<file path="src/rbf_defs.svh">
`ifndef RBF_DEFS_SVH
`define RBF_DEFS_SVH

// Width of the x, grid and scale words and of the kernel result
`define RBF_DATA_W 16

// Fraction bits carried by x, grid and scale
`define RBF_FRAC 12

// Kernel ROM address width
`define RBF_ADDR_W 8

// Fraction bits of the ROM address
`define RBF_ADDR_FRAC 4

// Entries in the product FIFO, a power of two
`define RBF_FIFO_DEPTH 4

`endif

</file>
<file path="src/rbf_pkg.sv">
`default_nettype none

`include "rbf_defs.svh"

package rbf_pkg;

  // Signed input sample or grid point
  typedef logic signed [`RBF_DATA_W-1:0] sample_t;

  // Unsigned scale
  typedef logic [`RBF_DATA_W-1:0] scale_t;

  // |x - g|, one bit wider than a sample
  typedef logic [`RBF_DATA_W:0] diff_t;

  // diff * scale, fraction bits add up to 2 * RBF_FRAC
  typedef logic [2*`RBF_DATA_W:0] product_t;

  typedef logic [`RBF_ADDR_W-1:0] addr_t;

  typedef logic [`RBF_DATA_W-1:0] result_t;

  // Inverted quadratic standing in for sech^2
  function automatic result_t rbf_kernel(input addr_t addr);
    result_t sq;
    sq = addr * addr;
    return result_t'(16'hffff) - sq;
  endfunction

endpackage

`default_nettype wire

</file>
<file path="src/rbf_diff_scaler.sv">
`timescale 1ns/1ps
`default_nettype none

`include "rbf_defs.svh"

module rbf_diff_scaler (
  input  wire                    clk,
  input  wire                    rst_n,

  input  wire rbf_pkg::sample_t  x_data,
  input  wire                    x_valid,
  input  wire                    x_last,
  output logic                   x_ready,

  input  wire rbf_pkg::sample_t  grid_data,
  input  wire                    grid_valid,
  output logic                   grid_ready,

  input  wire rbf_pkg::scale_t   scale_data,
  input  wire                    scale_valid,
  output logic                   scale_ready,

  output rbf_pkg::product_t      prod_data,
  output logic                   prod_valid,
  output logic                   prod_last,
  input  wire                    prod_ready
);

  logic                        s1_valid;
  rbf_pkg::diff_t              s1_diff;
  rbf_pkg::scale_t             s1_scale;
  logic                        s1_last;

  logic                        s2_valid;
  rbf_pkg::product_t           s2_prod;
  logic                        s2_last;

  logic                        s1_advance;
  logic                        s2_advance;
  logic                        join_fire;
  logic signed [`RBF_DATA_W:0] delta;
  rbf_pkg::diff_t              abs_delta;

  // A stage moves when empty or when its word is taken
  assign s2_advance = !s2_valid || prod_ready;
  assign s1_advance = !s1_valid || s2_advance;

  // All three words are consumed together
  assign join_fire   = x_valid && grid_valid && scale_valid && s1_advance;
  assign x_ready     = join_fire;
  assign grid_ready  = join_fire;
  assign scale_ready = join_fire;

  // Sign extend before subtracting so the difference cannot wrap
  assign delta     = {x_data[`RBF_DATA_W-1], x_data} - {grid_data[`RBF_DATA_W-1], grid_data};
  assign abs_delta = delta[`RBF_DATA_W] ? rbf_pkg::diff_t'(-delta) : rbf_pkg::diff_t'(delta);

  always_ff @(posedge clk) begin
    if (!rst_n) begin
      s1_valid <= 1'b0;
      s2_valid <= 1'b0;
    end else begin
      if (s1_advance) begin
        s1_valid <= join_fire;
      end
      if (s2_advance) begin
        s2_valid <= s1_valid;
      end
    end
  end

  always_ff @(posedge clk) begin
    if (join_fire) begin
      s1_diff  <= abs_delta;
      s1_scale <= scale_data;
      s1_last  <= x_last;
    end
    if (s2_advance && s1_valid) begin
      s2_prod <= s1_diff * s1_scale;
      s2_last <= s1_last;
    end
  end

  assign prod_data  = s2_prod;
  assign prod_valid = s2_valid;
  assign prod_last  = s2_last;

  a_prod_hold: assert property (@(posedge clk) disable iff (!rst_n)
    prod_valid && !prod_ready |=> prod_valid && $stable(prod_data) && $stable(prod_last));

endmodule

`default_nettype wire

</file>
<file path="src/rbf_kernel_lookup.sv">
`timescale 1ns/1ps
`default_nettype none

`include "rbf_defs.svh"

module rbf_kernel_lookup (
  input  wire                     clk,
  input  wire                     rst_n,

  input  wire rbf_pkg::product_t  prod_data,
  input  wire                     prod_last,
  input  wire                     prod_valid,
  output logic                    prod_ready,

  output rbf_pkg::result_t        rbf_data,
  output logic                    rbf_last,
  output logic                    rbf_valid,
  input  wire                     rbf_ready
);

  // Drop fraction bits down to the address format
  localparam int SHIFT     = 2 * `RBF_FRAC - `RBF_ADDR_FRAC;
  localparam int ROM_SIZE  = 1 << `RBF_ADDR_W;
  localparam int ADDR_MAX  = ROM_SIZE - 1;

  rbf_pkg::result_t  rom [ROM_SIZE];

  rbf_pkg::product_t scaled;
  rbf_pkg::addr_t    sat_addr;

  logic              s1_valid;
  rbf_pkg::addr_t    s1_addr;
  logic              s1_last;

  logic              s2_valid;
  rbf_pkg::result_t  s2_data;
  logic              s2_last;

  logic              s1_advance;
  logic              s2_advance;
  logic              take;

  // Kernel table, constant after elaboration
  for (genvar i = 0; i < ROM_SIZE; i++) begin : g_rom
    assign rom[i] = rbf_pkg::rbf_kernel(rbf_pkg::addr_t'(i));
  end

  assign scaled   = prod_data >> SHIFT;
  assign sat_addr = (scaled > ADDR_MAX) ? rbf_pkg::addr_t'(ADDR_MAX)
                                        : scaled[`RBF_ADDR_W-1:0];

  assign s2_advance = !s2_valid || rbf_ready;
  assign s1_advance = !s1_valid || s2_advance;
  assign prod_ready = s1_advance;
  assign take       = prod_valid && s1_advance;

  always_ff @(posedge clk) begin
    if (!rst_n) begin
      s1_valid <= 1'b0;
      s2_valid <= 1'b0;
    end else begin
      if (s1_advance) begin
        s1_valid <= prod_valid;
      end
      if (s2_advance) begin
        s2_valid <= s1_valid;
      end
    end
  end

  always_ff @(posedge clk) begin
    if (take) begin
      s1_addr <= sat_addr;
      s1_last <= prod_last;
    end
    // ROM read register
    if (s2_advance && s1_valid) begin
      s2_data <= rom[s1_addr];
      s2_last <= s1_last;
    end
  end

  assign rbf_data  = s2_data;
  assign rbf_last  = s2_last;
  assign rbf_valid = s2_valid;

  a_result_hold: assert property (@(posedge clk) disable iff (!rst_n)
    rbf_valid && !rbf_ready |=> rbf_valid && $stable(rbf_data) && $stable(rbf_last));

endmodule

`default_nettype wire

</file>
<file path="src/rbf_product_fifo.sv">
`timescale 1ns/1ps
`default_nettype none

`include "rbf_defs.svh"

module rbf_product_fifo (
  input  wire                     clk,
  input  wire                     rst_n,

  input  wire rbf_pkg::product_t  wr_data,
  input  wire                     wr_last,
  input  wire                     wr_valid,
  output logic                    wr_ready,

  output rbf_pkg::product_t       rd_data,
  output logic                    rd_last,
  output logic                    rd_valid,
  input  wire                     rd_ready
);

  localparam int DEPTH = `RBF_FIFO_DEPTH;
  localparam int PTR_W = $clog2(DEPTH);

  rbf_pkg::product_t mem_data [DEPTH];
  logic              mem_last [DEPTH];

  logic [PTR_W-1:0]  wr_ptr;
  logic [PTR_W-1:0]  rd_ptr;
  logic [PTR_W:0]    count;
  logic              full;
  logic              wr_en;
  logic              rd_en;

  assign full     = (count == (PTR_W+1)'(DEPTH));
  assign rd_valid = (count != '0);
  // A full FIFO still takes a word in the cycle one leaves
  assign wr_ready = !full || rd_ready;
  assign wr_en    = wr_valid && wr_ready;
  assign rd_en    = rd_valid && rd_ready;

  assign rd_data = mem_data[rd_ptr];
  assign rd_last = mem_last[rd_ptr];

  always_ff @(posedge clk) begin
    if (wr_en) begin
      mem_data[wr_ptr] <= wr_data;
      mem_last[wr_ptr] <= wr_last;
    end
  end

  // Pointers wrap naturally since depth is a power of two
  always_ff @(posedge clk) begin
    if (!rst_n) begin
      wr_ptr <= '0;
      rd_ptr <= '0;
      count  <= '0;
    end else begin
      if (wr_en) begin
        wr_ptr <= wr_ptr + 1'b1;
      end
      if (rd_en) begin
        rd_ptr <= rd_ptr + 1'b1;
      end
      if (wr_en && !rd_en) begin
        count <= count + 1'b1;
      end else if (rd_en && !wr_en) begin
        count <= count - 1'b1;
      end
    end
  end

  // Occupancy never leaves 0 to DEPTH
  a_count_range: assert property (@(posedge clk) disable iff (!rst_n)
    count <= (PTR_W+1)'(DEPTH));

  // Pointer distance tracks the occupancy
  a_ptr_count: assert property (@(posedge clk) disable iff (!rst_n)
    (wr_ptr - rd_ptr) == count[PTR_W-1:0]);

endmodule

`default_nettype wire

</file>
<file path="src/rbf_unit.sv">
`timescale 1ns/1ps
`default_nettype none

`include "rbf_defs.svh"

module rbf_unit (
  input  wire                    clk,
  input  wire                    rst_n,

  input  wire rbf_pkg::sample_t  x_data,
  input  wire                    x_valid,
  input  wire                    x_last,
  output logic                   x_ready,

  input  wire rbf_pkg::sample_t  grid_data,
  input  wire                    grid_valid,
  output logic                   grid_ready,

  input  wire rbf_pkg::scale_t   scale_data,
  input  wire                    scale_valid,
  output logic                   scale_ready,

  output rbf_pkg::result_t       rbf_data,
  output logic                   rbf_last,
  output logic                   rbf_valid,
  input  wire                    rbf_ready
);

  // Producer to FIFO
  rbf_pkg::product_t prod_data;
  logic              prod_last;
  logic              prod_valid;
  logic              prod_ready;

  // FIFO to lookup
  rbf_pkg::product_t fifo_data;
  logic              fifo_last;
  logic              fifo_valid;
  logic              fifo_ready;

  rbf_diff_scaler rbf_diff_scaler_inst (
    .clk         (clk),
    .rst_n       (rst_n),
    .x_data      (x_data),
    .x_valid     (x_valid),
    .x_last      (x_last),
    .x_ready     (x_ready),
    .grid_data   (grid_data),
    .grid_valid  (grid_valid),
    .grid_ready  (grid_ready),
    .scale_data  (scale_data),
    .scale_valid (scale_valid),
    .scale_ready (scale_ready),
    .prod_data   (prod_data),
    .prod_valid  (prod_valid),
    .prod_last   (prod_last),
    .prod_ready  (prod_ready)
  );

  rbf_product_fifo rbf_product_fifo_inst (
    .clk      (clk),
    .rst_n    (rst_n),
    .wr_data  (prod_data),
    .wr_last  (prod_last),
    .wr_valid (prod_valid),
    .wr_ready (prod_ready),
    .rd_data  (fifo_data),
    .rd_last  (fifo_last),
    .rd_valid (fifo_valid),
    .rd_ready (fifo_ready)
  );

  rbf_kernel_lookup rbf_kernel_lookup_inst (
    .clk        (clk),
    .rst_n      (rst_n),
    .prod_data  (fifo_data),
    .prod_last  (fifo_last),
    .prod_valid (fifo_valid),
    .prod_ready (fifo_ready),
    .rbf_data   (rbf_data),
    .rbf_last   (rbf_last),
    .rbf_valid  (rbf_valid),
    .rbf_ready  (rbf_ready)
  );

endmodule

`default_nettype wire

</file>
<file path="config.mk">
export PLATFORM = sky130hd
export DESIGN_NAME = rbf_unit
export DESIGN_NICKNAME = d
export VERILOG_FILES = /design/src/rbf_pkg.sv /design/src/rbf_diff_scaler.sv /design/src/rbf_kernel_lookup.sv /design/src/rbf_product_fifo.sv /design/src/rbf_unit.sv
export VERILOG_INCLUDE_DIRS = /design/src /design/src/src
export SDC_FILE = /design/constraint.sdc
export NUM_CORES = 1
export LEC_CHECK = 0
export BUFFER_PORTS_ARGS = -buffer_cell sky130_fd_sc_hd__buf_2
export CORE_ASPECT_RATIO = 1.25
export CORE_UTILIZATION = 65
export CTS_BUF_LIST = sky130_fd_sc_hd__clkbuf_2 sky130_fd_sc_hd__clkbuf_4 sky130_fd_sc_hd__clkbuf_8
export CTS_CLUSTER_DIAMETER = 120
export CTS_CLUSTER_SIZE = 40
export DETAILED_ROUTE_END_ITERATION = 10
export HOLD_SLACK_MARGIN = 0.15
export PLACE_DENSITY = 0.84
export SYNTH_ARGS = -nofsm -noshare
export SYNTH_HDL_FRONTEND = slang
export SYNTH_SLANG_ARGS = --single-unit
export TNS_END_PERCENT = 100
</file>
<file path="constraint.sdc">
create_clock -name clk -period 6.85 [get_ports clk]
set_clock_uncertainty 0.05 [all_clocks]
set_input_delay 0 -clock clk [delete_from_list [all_inputs] [get_ports clk]]
set_output_delay 0 -clock clk [all_outputs]
set_load 0.02 [all_outputs]
</file>
==> impl_metrics.env, run 1 <==
export IMPL_synth_mux_area_share_pct=2.622
export IMPL_synth_top_cell_area_share_pct=25.42
export IMPL_num_rows=64
export IMPL_synth_nets=2084
export IMPL_fin_tns_setup_ns=0
export IMPL_dpl_cell_area_um2=17000
export IMPL_synth_top_flop_cell="edfxtp_1"
export IMPL_syn_area_um2=16460
export IMPL_final_common_cell="inv_1"
export IMPL_synth_simple_gate_area_share_pct=15.23
export IMPL_r2r_end="rbf_diff_scaler_inst.prod_data[28]$_DFFE_PP_"
export IMPL_yosysWarnings=0
export IMPL_end_kind="register"
export IMPL_die_h_um=179.9
export IMPL_critical_path_endpoint="rbf_diff_scaler_inst.prod_data[28]$_DFFE_PP_"
export IMPL_drtIter0Drc=880
export IMPL_cpMaxStageDelayCell="edfxtp_1"
export IMPL_gr_max_usage_layer="met2"
export IMPL_worstPathRequired_ns=7.02
export IMPL_clk_pin_slew_ns=0.10
export IMPL_power_net_switching_mw=4.376
export IMPL_worstMarginPinSlew_ns=1.244
export IMPL_crit_family="adder cells"
export IMPL_first_pass_iters=6
export IMPL_grt_max_degree=72
export IMPL_slowest_delay_ns=0.85
export IMPL_avgViaCountPerCell=5.957
export IMPL_cts_tree="yes"
export IMPL_area_growth_pct=7.692
export IMPL_min_period_ns=6.532
export IMPL_maxSlewHeadroom_pct=17.05
export IMPL_vdd_ir_drop_max_mv=0.3663
export IMPL_layout_drive_gt1_share_pct=8.992
export IMPL_rsz0062_at_grt="false"
export IMPL_status="completed"
export IMPL_async_flop_share_pct=0
export IMPL_p_sw_share_pct=49.30
export IMPL_wl_um=36820
export IMPL_antennaDiodeCount=0
export IMPL_grt_util_met3_pct=5.008
export IMPL_die_w_um=144.3
export IMPL_syn_instance_count=1683
export IMPL_ant_nets=0
export IMPL_grt_use_met2_pct=53.27
export IMPL_synth_compound_area_share_pct=10.03
export IMPL_synth_largest_area_cell="fa_1"
export IMPL_grt_pass1_vias=12940
export IMPL_pwr_share_comb_pct=75.7
export IMPL_synth_top_family_by_area="adder cells"
export IMPL_h_tree_depth=4
export IMPL_worstRegToRegCells=19
export IMPL_clock_sinks=142
export IMPL_fin_cells=2076
export IMPL_hp_class="input port to register"
export IMPL_reg2reg_slack_ns=0.32
export IMPL_grt_antenna_before_repair=0
export IMPL_synth_xor_area_share_pct=2.706
export IMPL_clkLatencyLatePin_ns=0.48
export IMPL_ys_seq_area_share_pct=25.11
export IMPL_synth_area_leaders="fa_1, edfxtp_1, ha_1"
export IMPL_post_route_util_pct=71.88
export IMPL_final_area_um2=17730
export IMPL_gp_congestion=0.9285
export IMPL_power_leakage_nw=8.001
export IMPL_mostFrequentLayoutCells="inv_1, fa_1, nand2_1, and2_1, ha_1"
export IMPL_die_area_um2=25970
export IMPL_crit_fanout=17
export IMPL_hpwlAfterDp_um=27630
export IMPL_fin_crit_sh_pct=95.36
export IMPL_grt_ovfl_total=0
export IMPL_cts_root_buf="clkbuf_8"
export IMPL_setup_violations=0
export IMPL_crit_path_start="rbf_diff_scaler_inst.s1_scale[7]$_DFFE_PP_"
export IMPL_criticalPathCategory="register to register"
export IMPL_fp_coreArea_um2=24660
export IMPL_synth_edf_count=129
export IMPL_use_met1_pct=34.55
export IMPL_grt_first_pass_wirelength_um=60550
export IMPL_initial_core_util_pct=66.74
export IMPL_wl_per_cell_um=17.74
export IMPL_startpoint_type="register"
export IMPL_reg2reg_from="rbf_diff_scaler_inst.s1_scale[7]$_DFFE_PP_"
export IMPL_cp_arrival_ns=6.71
export IMPL_num_vias=12370
export IMPL_io_buffers=74
export IMPL_yosys_cell_types_count=78
export IMPL_ys_ff_latch=142
export IMPL_p_seq_share_pct=16.6
export IMPL_total_power_mw=8.875
export IMPL_path_cells="nand2_1 > fa_1 > inv_1 > fa_1 > fa_1 > fa_1 > fa_1 > inv_1 > fa_1 > inv_1 > ha_1 > and4_1 > and3_1 > nand3_1 > nor3_1 > nor4_1 > nor2b_1 > a211oi_1 > xnor2_1"
export IMPL_p_clk_share_pct=7.8
export IMPL_synth_fa_ha_area_share_pct=35.83
export IMPL_max_freq_mhz=153.1
export IMPL_grt_total_usage_pct=30.10
export IMPL_placed_cells=2011
export IMPL_p_int_mw=4.499
export IMPL_syn_area_per_cell_um2=9.781
export IMPL_cts_buffer_depth=2
export IMPL_finalHoldViolCount=0
export IMPL_cp_num_buf_inv=3
export IMPL_final_max_slew_viol_count=0
export IMPL_maxCapViolCount=0
export IMPL_powerDensity_nw_per_um2=500.6
export IMPL_io_pins=76
export IMPL_cp_num_cells=19
export IMPL_numCtsBuffers=17
export IMPL_cpMostUsedCell="fa_1"
export IMPL_num_nets_final=2134
export IMPL_drc=0
## through the flow
step | worst slack, ns | hold slack, ns
global placement | 0.4784 | 0.1279
finish | 0.3177 | 0.1673
CTS | 0.2174 | 0.1516
detailed placement | 0.2010 | 0.1281
global route | 0.1005 | 0.1657
floorplan | 1.006 | 0.04887
## per-layer routing
layer	part of all wire, %	vias to the layer above
li1	-	5607
met1	38	6020
met2	52	605
met3	6.7	134
met4	4.1	0
met5	0	-
## final cells by class
class,count,area [µm²]
multi-input cells,1175,10960
fillers,1764,6937
flip-flops and latches,142,4134
inverters,277,1040
repair buffers,120,793.3
well taps,330,412.9
clock buffers,17,234.0
clock inverters,15,156.4
## state kept, by name, indices dropped and copies added, names as in the netlist, 3 cells and up, named ones only
name and flops:
rbf_diff_scaler_inst.prod_data 13, rbf_diff_scaler_inst.s1_diff 17, rbf_diff_scaler_inst.s1_scale 16, rbf_kernel_lookup_inst.rbf_data 15, rbf_kernel_lookup_inst.s1_addr 8, rbf_product_fifo_inst.count 3, rbf_product_fifo_inst.mem_data 52, rbf_product_fifo_inst.mem_last 4
## Yosys cell counts (all sizes together), types with 8 or more instances
master	number
nand3	18
buf	17
mux4	16
nor3	20
o211ai	13
clkbuf	72
and2	141
a21o	12
nor2	48
xor2	15
inv	277
nor2b	13
o21a	8
nand2b	11
a31oi	13
xnor2	35
and3	8
ha	137
a21oi	86
fa	209
nand2	204
edfxtp	129
o21ai	56
dfxtp	13
## cell families (layout without fill, tap and decap cells)
family	after synthesis	in the layout
compound gates	256	256
xor+xnor	50	50
fa+ha+maj	346	346
buf+inv	366	429
flops	142	142
mux	23	23
other cells	1	1
simple gates	499	499
## worst min path at each step
stage / startpoint / end / depth (start not counted)
after floorplan: x_last / rbf_diff_scaler_inst.s1_last$_DFFE_PP_ / 0
after global placement: scale_data[3] / rbf_diff_scaler_inst.s1_scale[3]$_DFFE_PP_ / 1
after detailed placement: scale_data[7] / rbf_diff_scaler_inst.s1_scale[7]$_DFFE_PP_ / 1
after CTS: x_data[0] / rbf_diff_scaler_inst.s1_diff[1]$_DFFE_PP_ / 5
after global routing: scale_data[7] / rbf_diff_scaler_inst.s1_scale[7]$_DFFE_PP_ / 2
final: scale_data[14] / rbf_diff_scaler_inst.s1_scale[14]$_DFFE_PP_ / 2
## power by group through the flow
stage / clock [mW] / sequential (mW) / combinational [mW]
3_5_place_dp: 0 / 1.49 / 6.59
2_1_floorplan: 0 / 1.42 / 5.13
4_1_cts: 0.696 / 1.47 / 6.67
3_3_place_gp: 0 / 1.48 / 6.32
5_1_grt: 0.731 / 1.49 / 7.61
6_report: 0.691 / 1.47 / 6.71
## timing repair
item | CTS | global route
resized for setup | 0 | 1
hold buffers | 31 | 0
setup buffers | 0 | 2
setup endpoints to repair | 0 | 2
hold endpoints to repair | 35 | 0
No activity file was read; power rests on OpenSTA's default activity.
==> inputs of run 2 (changes only) <==
--- a/config.mk
+++ b/config.mk
@@ -8,13 +8,14 @@
 export LEC_CHECK = 0
 export BUFFER_PORTS_ARGS = -buffer_cell sky130_fd_sc_hd__buf_2
 export CORE_ASPECT_RATIO = 1.25
-export CORE_UTILIZATION = 65
-export CTS_BUF_LIST = sky130_fd_sc_hd__clkbuf_2 sky130_fd_sc_hd__clkbuf_4 sky130_fd_sc_hd__clkbuf_8
+export CORE_UTILIZATION = 64
 export CTS_CLUSTER_DIAMETER = 120
 export CTS_CLUSTER_SIZE = 40
 export DETAILED_ROUTE_END_ITERATION = 10
+export GPL_TIMING_DRIVEN = 0
 export HOLD_SLACK_MARGIN = 0.15
-export PLACE_DENSITY = 0.84
+export PLACE_DENSITY = 0.83
+export SETUP_SLACK_MARGIN = 0.1
 export SYNTH_ARGS = -nofsm -noshare
 export SYNTH_HDL_FRONTEND = slang
 export SYNTH_SLANG_ARGS = --single-unit
==> run 2 against run 1 <==
Against the previous run: routed wire length is 20% higher; worst hold slack better by 0.035 ns; sequential share of layout area is 0.84 points lower; combinational power is 6.6% higher; cell count is 4.6% higher; worst setup slack worse by 0.067 ns; sequential power is 5% lower; die area is 1.5% higher; critical endpoint is now rbf_diff_scaler_inst.prod_data[32]$_DFFE_PP_.
==> impl_metrics.env, run 2 (synthesis gave the netlist of run 1 again) <==
export IMPL_status="completed"
export IMPL_end_kind="register"
export IMPL_vdd_ir_drop_max_mv=0.3718
export IMPL_powerDensity_nw_per_um2=515.7
export IMPL_pwr_share_comb_pct=75.5
export IMPL_cts_tree="yes"
export IMPL_power_net_switching_mw=4.767
export IMPL_crit_fanout=10
export IMPL_maxSlewHeadroom_pct=12.17
export IMPL_finalHoldViolCount=0
export IMPL_avgViaCountPerCell=6.006
export IMPL_drc=0
export IMPL_cpMostUsedCell="fa_1"
export IMPL_grt_first_pass_wirelength_um=69390
export IMPL_num_vias=13050
export IMPL_grt_antenna_before_repair=0
export IMPL_initial_core_util_pct=65.08
export IMPL_setup_violations=0
export IMPL_cts_root_buf="clkbuf_16"
export IMPL_power_leakage_nw=8.357
export IMPL_layout_drive_gt1_share_pct=11.21
export IMPL_die_w_um=145.4
export IMPL_post_route_util_pct=72.69
export IMPL_p_sw_share_pct=50.27
export IMPL_largest_reg_flops=52
export IMPL_crit_family="adder cells"
export IMPL_grt_ovfl_total=0
export IMPL_die_h_um=181.3
export IMPL_io_buffers=74
export IMPL_hp_class="input port to register"
export IMPL_first_pass_iters=7
export IMPL_min_period_ns=6.599
export IMPL_reg_top3="rbf_product_fifo_inst.mem_data: 52 flops, rbf_diff_scaler_inst.s1_diff: 17 flops, rbf_diff_scaler_inst.s1_scale: 16 flops"
export IMPL_slowest_delay_ns=0.56
export IMPL_fill_cells=1783
export IMPL_io_pins=76
export IMPL_p_clk_share_pct=9.8
export IMPL_final_max_slew_viol_count=0
export IMPL_h_tree_depth=4
export IMPL_die_area_um2=26370
export IMPL_p_int_mw=4.715
export IMPL_cts_buffer_depth=2
export IMPL_area_growth_pct=11.70
export IMPL_rsz0062_at_grt="false"
export IMPL_startpoint_type="register"
export IMPL_grt_pass1_vias=13610
export IMPL_num_nets_final=2225
export IMPL_clkLatencyLatePin_ns=0.44
export IMPL_final_area_um2=18390
export IMPL_worstPathRequired_ns=6.97
export IMPL_fp_coreArea_um2=25290
export IMPL_max_freq_mhz=151.5
export IMPL_worstMarginPinSlew_ns=1.317
export IMPL_criticalPathCategory="register to register"
export IMPL_grt_max_degree=33
export IMPL_maxCapViolCount=0
export IMPL_final_common_cell="inv_1"
export IMPL_wl_um=44370
export IMPL_drtIter0Drc=952
export IMPL_fin_crit_sh_pct=96.34
export IMPL_dpl_cell_area_um2=17280
export IMPL_clock_sinks=142
export IMPL_numCtsBuffers=17
export IMPL_grt_total_usage_pct=34.60
export IMPL_gp_congestion=0.9782
export IMPL_num_rows=65
export IMPL_hpwlAfterDp_um=33700
export IMPL_p_seq_share_pct=14.7
export IMPL_cpMaxStageDelayCell="edfxtp_1"
export IMPL_clk_pin_slew_ns=0.07
export IMPL_ant_nets=0
export IMPL_cp_num_buf_inv=4
export IMPL_cp_arrival_ns=6.72
export IMPL_regMostFlops="rbf_product_fifo_inst.mem_data"
export IMPL_wl_per_cell_um=20.43
export IMPL_path_cells="clkbuf_1 > nand2_1 > fa_1 > fa_1 > inv_1 > fa_1 > fa_1 > fa_1 > inv_1 > fa_1 > inv_1 > ha_1 > and4_1 > and3_1 > nand3_1 > nor3_4 > o41ai_4 > nand3_1 > a31oi_1 > xnor2_1"
export IMPL_antennaDiodeCount=0
export IMPL_mostFrequentLayoutCells="inv_1, fa_1, nand2_1, and2_1, ha_1"
[run 2: cell count changes in the layout (fill, tap and decap cells not counted), moves of 2 or more]
cell           change
clkbuf_16         +18
dlygate4sd3_1      -6
buf_2              +4
inv_6              +2
nor3_4             +2
clkbuf_2          +18
nor3_1             -2
clkbuf_8          -17
clkbuf_1          +42
clkinv_4           -2
buf_1             +11
clkbuf_4          +12
buf_4             +10
[run 2: worst min-delay path, stage by stage]
cell     delay (ns)
buf_2          0.08
ha_1           0.18
xor2_1         0.12
nor3b_2        0.16
[run 2: what timing repair did]
action / in CTS / in global routing
setup endpoints to repair: 8 / 7
gates resized for setup: 23 / 51
hold buffers: 25 / 0
buffers inserted: 1 / 21
hold endpoints to repair: 36 / 0
[run 2: power groups by stage]
stage	sequential, mW	clock (mW)	combinational [mW]
after floorplan	1.42	0	5.13
after global placement	1.41	0	6.59
after detailed placement	1.42	0	6.87
after CTS	1.40	0.936	7.00
after global routing	1.41	0.968	8.00
final	1.40	0.929	7.15
[run 2: per-stage QoR]
step	hold slack, ns	total power [mW]	cells	setup TNS (ns)	setup slack [ns]
2_1_floorplan	0.04887	6.558	1683	0	1.006
3_3_place_gp	0.1260	8.001	2092	-0.6155	-0.2131
4_1_cts	0.1884	9.340	2151	0	0.1217
5_1_grt	0.2188	10.38	2172	0	0.05904
6_report	0.2022	9.482	2172	0	0.2509
3_5_place_dp	0.1281	8.290	2093	-1.580	-0.4475
[run 2: layer usage]
metal,global-route usage [%],vias up,routed length [µm]
met5,0,-,0
met4,21.26,0,2607
met3,6.616,172,2587
met2,63.23,631,23120
met1,36.71,6442,16060
li1,-,5800,-
[run 2: cell type report]
type	instances	area [µm²]	area share, %
buffer	89	417.9	2.273
tap	335	419.2	2.280
inverter	277	1040	5.655
sequential	142	4134	22.48
timing repair buffer	122	805.8	4.382
multi-input combinational	1175	11000	59.82
clock inverter	13	116.4	0.6329
clock buffer	19	454.2	2.470
[run 2: path summary, 6_finish.rpt]
path	startpoint	endpoint	slack, ns	cells after the start
worst max-delay path	rbf_diff_scaler_inst.s1_diff[2]$_DFFE_PP_	rbf_diff_scaler_inst.prod_data[32]$_DFFE_PP_	0.25	20
worst min-delay path	x_data[14]	rbf_diff_scaler_inst.s1_diff[16]$_SDFFCE_PP0P_	0.20	4
worst max register to register	rbf_diff_scaler_inst.s1_diff[2]$_DFFE_PP_	rbf_diff_scaler_inst.prod_data[32]$_DFFE_PP_	0.25	20
worst min register to register	rbf_diff_scaler_inst.s1_last$_DFFE_PP_	rbf_diff_scaler_inst.prod_last$_DFFE_PP_	0.39	0
